### src/sys_bus_consts.svh
`ifndef SYS_BUS_CONSTS_SVH
`define SYS_BUS_CONSTS_SVH

// bus address and data width
`define SYS_XLEN 64

// on-chip ram, 512 words of 32 bits
`define SYS_RAM_BASE  64'h0000_0000_8000_0000
`define SYS_RAM_WORDS 512

// single-address targets
`define SYS_KEY_ADDR       64'h0000_0000_1000_0000
`define SYS_MTIME_ADDR     64'h0000_0000_0200_BFF8
`define SYS_MTIMECMP_ADDR  64'h0000_0000_0200_4000
`define SYS_MTIMECMP_RESET 64'h0000_0000_8000_0000

// plic window and register offsets
`define SYS_PLIC_BASE              64'h0000_0000_0C00_0000
`define SYS_PLIC_PENDING           64'h0000_0000_0000_1000
`define SYS_PLIC_ENABLE            64'h0000_0000_0000_2000
`define SYS_PLIC_THRESHOLD         64'h0000_0000_0020_0000
`define SYS_PLIC_CLAIM             64'h0000_0000_0020_0004
`define SYS_PLIC_CTX_ENABLE_STRIDE 64'h0000_0000_0000_0080
`define SYS_PLIC_CTX_STRIDE        64'h0000_0000_0000_1000
`define SYS_PLIC_SOURCES           6
`define SYS_PLIC_SPAN              64'h0000_0000_0040_0000

`endif

### src/sys_bus_pkg.sv
package sys_bus_pkg;

    // load/store size and extension, as encoded by the cpu
    typedef enum logic [2:0] {
        LS_B  = 3'd0,
        LS_H  = 3'd1,
        LS_W  = 3'd2,
        LS_D  = 3'd3,
        LS_BU = 3'd4,
        LS_HU = 3'd5,
        LS_WU = 3'd6
    } ls_type_e;

    // targets behind the bus
    typedef enum logic [2:0] {
        REG_NONE,
        REG_RAM,
        REG_KEY,
        REG_MTIME,
        REG_MTIMECMP,
        REG_PLIC
    } region_e;

endpackage

### src/bus_addr_decoder.sv
`timescale 1ns/1ps
`include "sys_bus_consts.svh"

module bus_addr_decoder import sys_bus_pkg::*; (
    input  logic [`SYS_XLEN-1:0] bus_address,
    output region_e              region
);

    logic ram_hit;
    logic plic_hit;

    // ram and plic are ranges, the rest are single addresses
    assign ram_hit  = (bus_address >= `SYS_RAM_BASE) &&
                      (bus_address < `SYS_RAM_BASE + 4 * `SYS_RAM_WORDS);
    assign plic_hit = (bus_address >= `SYS_PLIC_BASE) &&
                      (bus_address < `SYS_PLIC_BASE + `SYS_PLIC_SPAN);

    always_comb begin
        if (ram_hit) begin
            region = REG_RAM;
        end else if (bus_address == `SYS_KEY_ADDR) begin
            region = REG_KEY;
        end else if (bus_address == `SYS_MTIME_ADDR) begin
            region = REG_MTIME;
        end else if (bus_address == `SYS_MTIMECMP_ADDR) begin
            region = REG_MTIMECMP;
        end else if (plic_hit) begin
            region = REG_PLIC;
        end else begin
            // unmapped, completes and reads zero
            region = REG_NONE;
        end
    end

endmodule

### config.mk
export PLATFORM = sky130hd
export DESIGN_NAME = bus_addr_decoder
export DESIGN_NICKNAME = d
export VERILOG_FILES = /design/src/sys_bus_pkg.sv /design/src/bus_addr_decoder.sv
export VERILOG_INCLUDE_DIRS = /design/src
export SDC_FILE = /design/constraint.sdc
export NUM_CORES = 1
export LEC_CHECK = 0
export BUFFER_PORTS_ARGS = -buffer_cell sky130_fd_sc_hd__buf_4
export CORE_AREA = 8 8 45 47
export DETAILED_ROUTE_END_ITERATION = 8
export DIE_AREA = 0 0 53 55
export GPL_ROUTABILITY_DRIVEN = 0
export PLACE_DENSITY = 0.75
export RECOVER_POWER = 100
export SYNTH_ARGS = -nofsm -noshare
export SYNTH_HDL_FRONTEND = slang
export SYNTH_SLANG_ARGS = --single-unit
export TNS_END_PERCENT = 1
### constraint.sdc
create_clock -name vclk -period 4.6
set_input_delay 0.92 -clock vclk [all_inputs]
set_output_delay 0.92 -clock vclk [all_outputs]
set_load 0.02 [all_outputs]
[Word-level counts from Yosys, hierarchy flattened]
Index checks and enable logic that the tools add are counted.
Word-level totals
  word-level logic and storage cells: 14
  register bits: 0
  output and inout port bits: 3
Cells by class
  order comparisons: 4
  muxes and demuxes: 5
  equal/unequal tests: 3
  reductions and logical operators: 2
Operators by type and width (count)
  == test 64 x 26 -> 1 bit (second input constant): 2
  == test 64 x 29 -> 1 bit (second input constant): 1
  >= comparator 64 x 28 -> 1 bit (second input constant): 1
  >= comparator 64 x 32 -> 1 bit (second input constant): 1
  less-than comparator 64 x 28 -> 1 bit (second input constant): 1
  less-than comparator 64 x 32 -> 1 bit (second input constant): 1
  two-way mux 3 bit: 5
  logical AND 1 bit: 2

[Depth between registers and ports, before layout]
  depth in word-level cells: 7
  gate-level depth with buffers: 4

[Worst setup path before layout]
No wires, ideal clock.
  path kind: input-to-output
  start: input port bus_address[1]
  end: output port region[1]
  buffers on the path: 0
  arrival: 2.198 ns
  stages: 4
  path slack: 1.482 ns
  cells stage by stage: or3_1 -> or4_1 -> nor4_2 -> o21a_1
On the way
  cells in the longest elaborated chain, start to end: 5
  elaborated cells on any way between the ends: 10
  those cells by class: order compare: 2; eq/ne: 3; mux: 4; reduce/logical: 1
Ends and longest elaborated chain
  from (decl): RTL line bus_addr_decoder.sv:5  | input logic [`SYS_XLEN-1:0] bus_address,
  branches (longest 4 deep; another with >= comparator 64 x 32 -> 1 bit)
  two-way mux 3 bit (*): RTL line bus_addr_decoder.sv:19  | if (ram_hit) begin
  to (decl): RTL line bus_addr_decoder.sv:6  | output region_e region
Mark *: on every way between the ends.

[Worst setup path in the final report]
  start: input port bus_address[1]
  end: output port region[0]
On the way
  cells in the longest elaborated chain, start to end: 7
  elaborated cells on any way between the ends: 14
  those cells by class: order compare: 4; eq/ne: 3; mux: 5; reduce/logical: 2
Ends and longest elaborated chain
  >= comparator 64 x 28 -> 1 bit (no line) or less-than comparator 64 x 28 -> 1 bit (tied branches)
  logical AND 1 bit: RTL line bus_addr_decoder.sv:15  | assign plic_hit = (bus_address >= `SYS_PLIC_BASE) &&
  two-way mux 3 bit: RTL line bus_addr_decoder.sv:27  | end else if (plic_hit) begin
  two-way mux 3 bit: RTL line bus_addr_decoder.sv:25  | end else if (bus_address == `SYS_MTIMECMP_ADDR) begin
  two-way mux 3 bit: RTL line bus_addr_decoder.sv:23  | end else if (bus_address == `SYS_MTIME_ADDR) begin
  two-way mux 3 bit: RTL line bus_addr_decoder.sv:21  | end else if (bus_address == `SYS_KEY_ADDR) begin
  two-way mux 3 bit (*): RTL line bus_addr_decoder.sv:19
Every way passes the cells marked *; elsewhere a longest branch is shown, timed or not.

==> metrics.cfg <==
[status]
run_status = finished, final reports clean

[hold_path]
min_delay_path_depth = 4
path_type_of_the_worst_min_delay_path = in2out
worst_hold_startpoint = bus_address[31]
worst_hold_path.endpoint = region[1]

[yosys]
syn-num-nets = 103
yosysTopAreaCell = nor4_1
yosysTopAreaCellShare = 0.3641
synth.mux.area_fraction = 0
synth_xor_area_frac = 0
synth-compound-area-share = 0.1117
ys_top_cells_by_area = nor4_1, nand4_1, nor4b_1, nor4_2, o221a_2
synth_top_family_by_area = simple AND/OR/NAND/NOR gates
ys.warnings.count = 0
syn_area_per_cell_um2 = 6.609
ys_seq_area_frac = 0
synth_simple_gate_area_frac = 0.8738
post_synth_inst_count = 39
yosys.area_share.adder = 0
syn-cell-area_um2 = 257.7
synth_cell_type_count = 16

[setup_path]
worst-path-max-fanout = 2
required_ns = 3.68
critical_path.startpoint_type = input port
crit_type = in2out
arr_time_crit_path_ns = 2.57
crit_path_end_kind = output pin

[timing]
rsz0062_at_grt = false
finalSetupViolCount = 0
max_freq_mhz = 286.8
final.min_clock_period_ns = 3.487
worst_slew_pin_slew_ns = 0.3695
period_share = 0.7581
setup_total_negative_slack_ns = 0
max_slew_violation_count = 0
timing.final.hold_violations = 0
timing.slew.headroom = 0.7514

[drt]
wl_per_cell_um = 15.02
vias = 623
remaining_drc_errors = 0
routed_wl_mm = 1.833
ant_nets = 0
drt-initial-drc-count = 1
viasPerCell = 5.107
detailedRoute.firstPassIterationCount = 2

[power]
power_density_nw_per_um2 = 63.87
power.leakage_nw = 0.3505
peakVddDrop_mv = 0.03508

[finish]
antenna_cells = 0
num-clock-buffers = 0
finalNonFillerCells = 122
layout.cells.most_common_list = buf_4, nor4_1, nand4_1
mostFrequentLayoutCell = buf_4
area_growth_pct = 197.6
nets = 172
final_layout_size_suffix_gt1_frac = 0.6321
multi_input_comb_area_um2 = 247.7
seq_area_um2 = 0
sequential_cell_total = 0
final_area_um2 = 767.0
fillCellCount = 138

[global_routing]
initial_antenna_violation_count = 0
number_of_global_route_vias_before_repair = 715
grt_max_degree = 4
globalRoute.totalOverflow = 0
groute.usage.overall = 0.1232
grt_first_pass_wirelength_mm = 2.891

[floorplanning]
placementRows = 14
start_util = 0.1863
top_level_ports = 67
core_area_um2 = 1384
floorplan.die_area_um2 = 2915
die_y_um = 55
floorplan.die.width_um = 53

[cts]
cts.repair.resized = 0
hold_buffers = 0
post-cts-setup-buffers = 0

[placed_design]
placed_cells = 122
place.port_buffers = 67
detailed_place.area_um2 = 780.7

[job]
max-cap-violations = 0

[cell usage after synthesis, drive strengths merged]
cell type  number
nand4b          1
o221a           1
and4            1
nand2           2
inv             1
o31a            1
nand4           6
nor4           16
nor4b           2
or3             1
or4             1
o21a            1
nand3b          1
nor2            2
nor3            2
[layout make-up]
type	count	area share
Inverter	1	0.004894
Multi-Input combinational cell	38	0.3230
Tap cell	16	0.02610
Timing Repair Buffer	67	0.6460
[worst max-delay path: stages]
cell and delay [ns]:
buf_4 0.10, or3_1 0.37, or4_1 0.47, nor4_1 0.27, o31a_2 0.19, clkbuf_1 0.24
[power breakdown]
group	total, mW	switching, mW	leakage [nW]	internal [mW]
Combinational	0.0490	0.0122	0.351	0.0368
Sequential	0	0	0	0
Clock	0	0	0	0
[routing by layer]
metal  vias up  part of all wire  wire [um]  track usage
li1        315                 -          -            -
met1       286              0.32        582       0.1071
met2        22              0.63       1153       0.2852
met3         0             0.053         97      0.02406
met4         0                 0          0            0
met5         -                 0          0            0
[per-stage QoR]
step	utilization	hold slack, ns	setup slack (ns)	total power, mW
6_report	0.5543	2.282	1.113	0.04899
5_1_grt	0.5543	2.311	0.9438	0.05319
4_1_cts	0.5642	2.287	1.280	0.04936
3_5_place_dp	0.5642	2.287	1.283	0.04927
3_3_place_gp	0.5642	2.282	1.296	0.04798
2_1_floorplan	-	2.095	1.482	0.004577
[worst max-delay path by stage]
| stage | cells past startpoint | slack, ns | end | from |
|---|---|---|---|---|
| 6_report | 6 | 1.11 | region[0] | bus_address[1] |
| 5_1_grt | 6 | 0.94 | region[0] | bus_address[1] |
| 4_1_cts | 6 | 1.28 | region[0] | bus_address[1] |
| 3_5_place_dp | 6 | 1.28 | region[0] | bus_address[1] |
| 3_3_place_gp | 6 | 1.30 | region[0] | bus_address[1] |
| 2_1_floorplan | 4 | 1.48 | region[1] | bus_address[1] |
[cells by family after synthesis]
logic type      after synthesis
compound gates                3
buf+inv                       1
simple gates                 35
Note: power is estimated with default switching activity, not from simulation.
