[src/sys_bus_consts.svh]
`ifndef SYS_BUS_CONSTS_SVH
`define SYS_BUS_CONSTS_SVH

// bus address and data width
`define SYS_XLEN 64

// on-chip ram, 512 words of 32 bits
`define SYS_RAM_BASE  64'h0000_0000_8000_0000
`define SYS_RAM_WORDS 512

// single-address targets
`define SYS_KEY_ADDR       64'h0000_0000_1000_0000
`define SYS_MTIME_ADDR     64'h0000_0000_0200_BFF8
`define SYS_MTIMECMP_ADDR  64'h0000_0000_0200_4000
`define SYS_MTIMECMP_RESET 64'h0000_0000_8000_0000

// plic window and register offsets
`define SYS_PLIC_BASE              64'h0000_0000_0C00_0000
`define SYS_PLIC_PENDING           64'h0000_0000_0000_1000
`define SYS_PLIC_ENABLE            64'h0000_0000_0000_2000
`define SYS_PLIC_THRESHOLD         64'h0000_0000_0020_0000
`define SYS_PLIC_CLAIM             64'h0000_0000_0020_0004
`define SYS_PLIC_CTX_ENABLE_STRIDE 64'h0000_0000_0000_0080
`define SYS_PLIC_CTX_STRIDE        64'h0000_0000_0000_1000
`define SYS_PLIC_SOURCES           6
`define SYS_PLIC_SPAN              64'h0000_0000_0040_0000

`endif

[src/sys_bus_pkg.sv]
package sys_bus_pkg;

    // load/store size and extension, as encoded by the cpu
    typedef enum logic [2:0] {
        LS_B  = 3'd0,
        LS_H  = 3'd1,
        LS_W  = 3'd2,
        LS_D  = 3'd3,
        LS_BU = 3'd4,
        LS_HU = 3'd5,
        LS_WU = 3'd6
    } ls_type_e;

    // targets behind the bus
    typedef enum logic [2:0] {
        REG_NONE,
        REG_RAM,
        REG_KEY,
        REG_MTIME,
        REG_MTIMECMP,
        REG_PLIC
    } region_e;

endpackage

[src/bus_target_control.sv]
`timescale 1ns/1ps
`include "sys_bus_consts.svh"

module bus_target_control import sys_bus_pkg::*; (
    input  logic                 clock_slow,
    input  logic                 KEY0,
    input  logic                 bus_read_enable,
    input  logic                 bus_write_enable,
    input  logic [`SYS_XLEN-1:0] bus_write_data,
    input  region_e              region,
    input  logic [`SYS_XLEN-1:0] ram_rdata,
    input  logic                 ram_last,
    input  logic [`SYS_XLEN-1:0] plic_rdata,
    input  logic [`SYS_XLEN-1:0] mtime,
    input  logic [7:0]           key_ascii,
    output logic                 ram_rd,
    output logic                 ram_wr,
    output logic                 plic_rd,
    output logic                 plic_wr,
    output logic [`SYS_XLEN-1:0] bus_read_data,
    output logic                 bus_read_done,
    output logic                 bus_write_done,
    output logic [`SYS_XLEN-1:0] mtimecmp
);

    logic                 rd_pend;
    logic                 wr_pend;
    logic                 finish;
    logic [`SYS_XLEN-1:0] rd_sel;

    // a low done flag means that transaction is in flight
    assign rd_pend = !bus_read_done;
    assign wr_pend = !bus_write_done;

    assign ram_rd  = rd_pend && (region == REG_RAM);
    assign ram_wr  = wr_pend && (region == REG_RAM);
    assign plic_rd = rd_pend && (region == REG_PLIC);
    assign plic_wr = wr_pend && (region == REG_PLIC);

    // ram may take two steps, everything else is done at once
    assign finish = (region == REG_RAM) ? ram_last : 1'b1;

    always_comb begin
        case (region)
            REG_RAM:      rd_sel = ram_rdata;
            REG_KEY:      rd_sel = {{(`SYS_XLEN-8){1'b0}}, key_ascii};
            REG_MTIME:    rd_sel = mtime;
            REG_MTIMECMP: rd_sel = mtimecmp;
            REG_PLIC:     rd_sel = plic_rdata;
            default:      rd_sel = '0;
        endcase
    end

    always_ff @(posedge clock_slow or negedge KEY0) begin
        if (!KEY0) begin
            bus_read_done  <= 1'b1;
            bus_write_done <= 1'b1;
            bus_read_data  <= '0;
            mtimecmp       <= `SYS_MTIMECMP_RESET;
        end else begin
            if (bus_read_enable) begin
                bus_read_done <= 1'b0;
            end else if (rd_pend && finish) begin
                bus_read_done <= 1'b1;
                bus_read_data <= rd_sel;
            end
            if (bus_write_enable) begin
                bus_write_done <= 1'b0;
            end else if (wr_pend && finish) begin
                bus_write_done <= 1'b1;
                if (region == REG_MTIMECMP) mtimecmp <= bus_write_data;
            end
        end
    end

endmodule

[config.mk]
export PLATFORM = sky130hd
export DESIGN_NAME = bus_target_control
export DESIGN_NICKNAME = d
export VERILOG_FILES = /design/src/sys_bus_pkg.sv /design/src/bus_target_control.sv
export VERILOG_INCLUDE_DIRS = /design/src
export SDC_FILE = /design/constraint.sdc
export NUM_CORES = 1
export LEC_CHECK = 0
export BUFFER_PORTS_ARGS = -buffer_cell sky130_fd_sc_hd__buf_2
export CELL_PAD_IN_SITES_DETAIL_PLACEMENT = 1
export CELL_PAD_IN_SITES_GLOBAL_PLACEMENT = 2
export CORE_ASPECT_RATIO = 0.8
export CORE_UTILIZATION = 26
export CTS_CLUSTER_DIAMETER = 120
export DETAILED_ROUTE_END_ITERATION = 8
export GPL_TIMING_DRIVEN = 0
export PLACE_DENSITY = 0.93
export SKIP_CTS_REPAIR_TIMING = 1
export SLEW_MARGIN = 15
export SYNTH_ARGS = -nofsm -noshare
export SYNTH_HDL_FRONTEND = slang
export SYNTH_SLANG_ARGS = --single-unit
export TNS_END_PERCENT = 20
[constraint.sdc]
create_clock -name clock_slow -period 1.9 [get_ports clock_slow]
set_input_delay 0.285 -clock clock_slow [delete_from_list [all_inputs] [get_ports clock_slow]]
set_output_delay 0.285 -clock clock_slow [all_outputs]
set_load 0.005 [all_outputs]
# Word level (Yosys, flattened, before mapping)
# Index checks and enable logic that the tools add are counted.
[totals]
ff_bits = 130
in_bits = 272
wordCells = 29
[classes]
eq_ne = 5
n_mux = 6
bitwise = 2
reduce_logical = 12
[op_table]
columns = ["op", "count"]
rows = [
  ["64-bit case mux with 5 select lines", 1],
  ["3-bit by 2-bit equality test with 1-bit output, second input constant", 2],
  ["3-bit equality test, second input constant", 2],
  ["1-bit logical AND", 6],
  ["1-bit two-way mux", 5],
  ["2-bit nonzero test", 2],
  ["3-bit by 1-bit equality test with 1-bit output, second input constant", 1],
  ["3-bit AND reduction", 1],
  ["1-bit logical NOT", 2],
  ["1-bit NOT", 2],
  ["2-bit AND reduction", 1],
]

# Logic depth before layout (Yosys ltp)
[depth]
word_depth = 5
depth_mapped = 7
ltp_nobuf = 4

# Worst setup path before layout
# OpenSTA, ideal clock, no wires.
[synth_timing]
kind = "input-to-reg"
startpoint = "in region[0]"
endpoint = "reg mtimecmp[10]"
setup_time_ns = 0.127
arrival_ns = 1.506
required_ns = 1.773
setup_slack_ns = 0.266
cell_stages = 7
n_path_buf = 4
cell_sequence = "buf_2 nor2b_1 buf_4 nor4b_4 buf_6 buf_8 mux2_1"
[synth_via]
elab_chain_cells = 4
elab_cells_between_ends = 5
cone_classes = "eq/ne: 2; mux: 1; reduce/logical: 2"
[synth_rtl]
columns = ["element", "line", "rtl"]
rows = [
  ["start, declared", "bus_target_control.sv:10", "input region_e region,"],
  ["3-bit by 1-bit equality test with 1-bit output", "bus_target_control.sv:41", "assign finish = (region == REG_RAM) ? ram_last : 1'b1;"],
  ["1-bit two-way mux", "bus_target_control.sv:41", ""],
  ["1-bit logical AND", "bus_target_control.sv:69", "end else if (wr_pend && finish) begin"],
  ["3-bit AND reduction (no source line) (*)", "--", ""],
  ["end signal, assigned", "bus_target_control.sv:59", "mtimecmp <= `SYS_MTIMECMP_RESET;"],
  ["end signal, assigned", "bus_target_control.sv:71", "if (region == REG_MTIMECMP) mtimecmp <= bus_write_data;"],
  ["end, declared", "bus_target_control.sv:23", "output logic [`SYS_XLEN-1:0] mtimecmp"],
]
# Mark *: on every way between the ends. The rest lies on a longest branch, timed or not.
# A chain may end at the register's enable or synchronous reset.

# Worst setup path after layout
[layout_timing]
startpoint = "in region[2]"
endpoint = "out ram_wr"
[layout_via]
elab_chain_cells = 2
[layout_rtl]
columns = ["element", "line", "rtl"]
rows = [
  ["3-bit by 1-bit equality test with 1-bit output", "bus_target_control.sv:36", "assign ram_wr = wr_pend && (region == REG_RAM);"],
  ["1-bit logical AND", "bus_target_control.sv:36", ""],
  ["end, declared", "bus_target_control.sv:17", "output logic ram_wr,"],
]
# No other way between the ends.

==> run summary <==
• fraction of synthesized cell area in xor and xnor cells: 0
• H-Tree Depth: 4
• actual slew at the worst max-slew pin: 0.845 ns
• gp weighted congestion: 0.814
• post-layout util: 0.389
• headroom to the max-slew limit: 0.437
• kind of start point of the critical path: input pin
• cell at the root of the clock tree: clkbuf_16
• part of the cycle the worst path needs: 0.947
• fill cell instance count of the final layout: 2974
• core area: 25400 um2
• multi-input combinational cell area: 3180 um2
• share of power burned in combinational logic: 0.220
• synthesized flop and latch total: 130
• number of standard cells after synthesis: 560
• global route overflow: 0
• TritonRoute pass-1 iters: 5
• cell types with the largest area share after synthesis: dfrtp_1 47%, mux2i_1 10%, mux2_1 10%, a22o_1 6.2%, a22oi_1 4.5%
• Max rail drop VDD: 0.560 mV
• status: finished, final reports clean
• total leakage power: 5.07 nW
• type of the worst min-delay path: input pin to flop
• Starting DRT DRC Count: 243
• via count of the first global-routing pass: 7388
• top flip-flop cell by instance count after synthesis: dfrtp_1
• most instantiated cells after synthesis: 127 x dfrtp_1, 70 x mux2i_1, 60 x mux2_1
• total die area: 26700 um2
• most frequent cell after synthesis: dfrtp_1
• Pwr per Cell Area: 915 nW/um2
• classification of the worst setup path: input pin to output port
• via count normalized by instance count: 5.00
• Sw Share: 0.295
• startpoint of the most critical setup path: region[2]
• # clock sinks: 130
• unique cell type count in the Yosys netlist: 30
• Setup violations, final: 0
• number of synthesized flops with an enable pin: 0
• worst clock skew on the final layout: 0.0138 ns
• Finished Layout Cells: 1348
• die outline width: 182 um
• Synth area leader: dfrtp_1
• number of standard-cell rows in the floorplan: 52
• mapped cell area: 6780 um2
• share of synthesized area spent on multiplexers: 0.236
• Area growth, synth to finish: 46.0%
• internal power: 6.38 mW
• Syn. warnings: 0
• area used by sequential logic in the layout: 3260 um2
• I/O Buffers: 404
• share of synthesized area occupied by flip-flops and latches: 0.481
• Final Hold Viols: 0
• Remaining DRCs: 0
• shortest period the worst path allows: 1.80 ns
• io pins: 406
• clock latency at the later pin of the worst-skew pair: 0.43 ns
• endpoint of the worst setup timing path: ram_wr
• Clock Pin Slew Worst Setup and Hold Paths: 0.06 ns
• Net Sw Power: 2.67 mW
• total track usage: 0.235
• number of antenna violations at the first check in global routing: 1
• async set or reset register ratio after synthesis: 1.00
• instance count after placement with tap cells included: 1316
• largest net degree at the start of global routing: 67
• residual antenna-violating net count after detailed routing: 0
• hpwl dp: 24.1 mm
• startpoint of the most critical register-to-register path: bus_read_done
• number of violations of the max-capacitance limit: 0
• maximum frequency from static timing analysis: 556 MHz
• fraction of the mapped netlist area in compound gates: 0.192
• initial standard-cell utilization of the core: 0.266
• share of final-layout standard cells stronger than drive strength 1: 0.499
• Max Transition Viols Final: 0
• TritonCTS clock tree: yes
• Final nets: 1255
• number of buffers on the longest clock path: 2
• combinational family with the most area after synthesis: multiplexers
• endpoint class of the critical path: output port
• total clock buffers created by CTS: 17
• part of the power in registers: 0.395
• adder-cell share of the synthesized area: 0
• length in cells of the worst reg-to-reg path: 5
• Avg Synthesized Cell Area: 12.1 um2
• wire length per cell: 23.1 um
• Final Routed Wirelength: 31.2 mm
• via total after detailed routing: 6740
• area fraction of the dominant cell type after synthesis: 0.469
• Data required, critical path: 1.62 ns
• global-route wire length before repair: 46.0 mm
• RSZ-0062 raised after global routing: no
• WP data arrival: 1.51 ns
• crit-path max FO: 10
• worst flop-to-flop path endpoint: bus_read_data[18]
• vertical die dimension: 146 um
• syn_nets: 832
• simple-gate portion of the synthesized area: 0.0412
• reg-to-reg slack, setup: 0.13 ns
• clock share of power: 0.385
==> power by group through the flow <==
stage          Sequential (mW)  Clock, mW  Combinational, mW
2_1_floorplan             3.60          0              0.822
3_3_place_gp              3.59          0               1.95
3_5_place_dp              3.62          0               2.02
4_1_cts                   3.58       3.54               2.02
5_1_grt                   3.63       3.65               2.18
6_report                  3.57       3.49               1.99
==> worst max-delay path, stage by stage <==
cell and delay (ns):
buf_2 0.14, nand2b_1 0.11, buf_2 0.38, clkbuf_2 0.36, nor3_1 0.08, buf_2 0.16
==> flip-flops by register name, summed over array words and instances (netlist names) <==
register        flops
bus_write_done      1
mtimecmp           64
bus_read_data      64
bus_read_done       1
==> per-layer routing <==
layer,part of all wire,up-vias,track usage
met5,0,-,0
met4,0.023,0,0.0790
met3,0.072,46,0.0706
met2,0.49,317,0.404
met1,0.42,3350,0.277
li1,-,3027,-
==> stage by stage <==
stage	setup TNS, ns	total power [mW]	hold slack, ns	setup WS (ns)	cell area, um2
finish	0	9.05	0.0351	0.101	9890
global route	0	9.46	0.0218	0.00231	9890
CTS	-1.48	9.14	-0.188	-0.228	9880
detailed placement	-25.32	5.63	0.276	-0.376	9270
global placement	-200.80	5.54	0.460	-1.42	9240
floorplan	0	4.43	-0.0106	0.266	6780
==> layout by cell type (no fill, tap or decap), drive strengths merged <==
cell         netlist  final
and3               1      1
or4                2      2
nor2               3      3
a32oi             17     17
nor4b              1      1
a22o              48     48
a22oi             41     41
nand2              9      9
o31ai              1      1
dlygate4sd3        0      1
clkinvlp           0      3
mux2              80     80
o21ai             26     26
o22ai             31     31
nor4               2      2
inv                0      1
bufinv             0      3
clkbuf            19     42
and2               2      2
a21oi              2      2
dfrtp            127    127
o221ai             8      8
nor3               4      4
buf               40    440
clkinv             0      5
nor2b             20     20
mux2i             70     70
or3                1      1
diode              0      1
dfstp              3      3
nand2b             2      2
==> worst min-delay path by stage <==
stage / end / startpoint / slack (ns) / depth (start not counted)
2_1_floorplan: bus_read_data[0] / KEY0 / -0.01 / 0
3_3_place_gp: bus_write_done / bus_write_enable / 0.46 / 2
3_5_place_dp: bus_read_data[6] / KEY0 / 0.28 / 1
4_1_cts: bus_read_data[7] / KEY0 / -0.19 / 1
5_1_grt: bus_write_done / bus_write_enable / 0.02 / 2
6_report: bus_write_done / bus_write_enable / 0.04 / 2
==> cell families (layout without fill, tap and decap cells) <==
family	Yosys count	after routing
multiplexers	150	150
other	0	1
AND/OR/NAND/NOR	47	47
flip-flops	130	130
buffers and inverters	59	495
AO/OA/AOI/OAI	174	174
==> area by class of cell <==
class | count | area share
flip-flops and latches | 130 | 0.329
plain buffers | 57 | 0.0341
repair buffers | 406 | 0.209
clock buffers | 20 | 0.0451
multi-input cells | 371 | 0.322
well taps | 351 | 0.0444
diodes | 1 | 0.000253
clock inverters | 12 | 0.0159
Power figures use the tool's default switching activity.
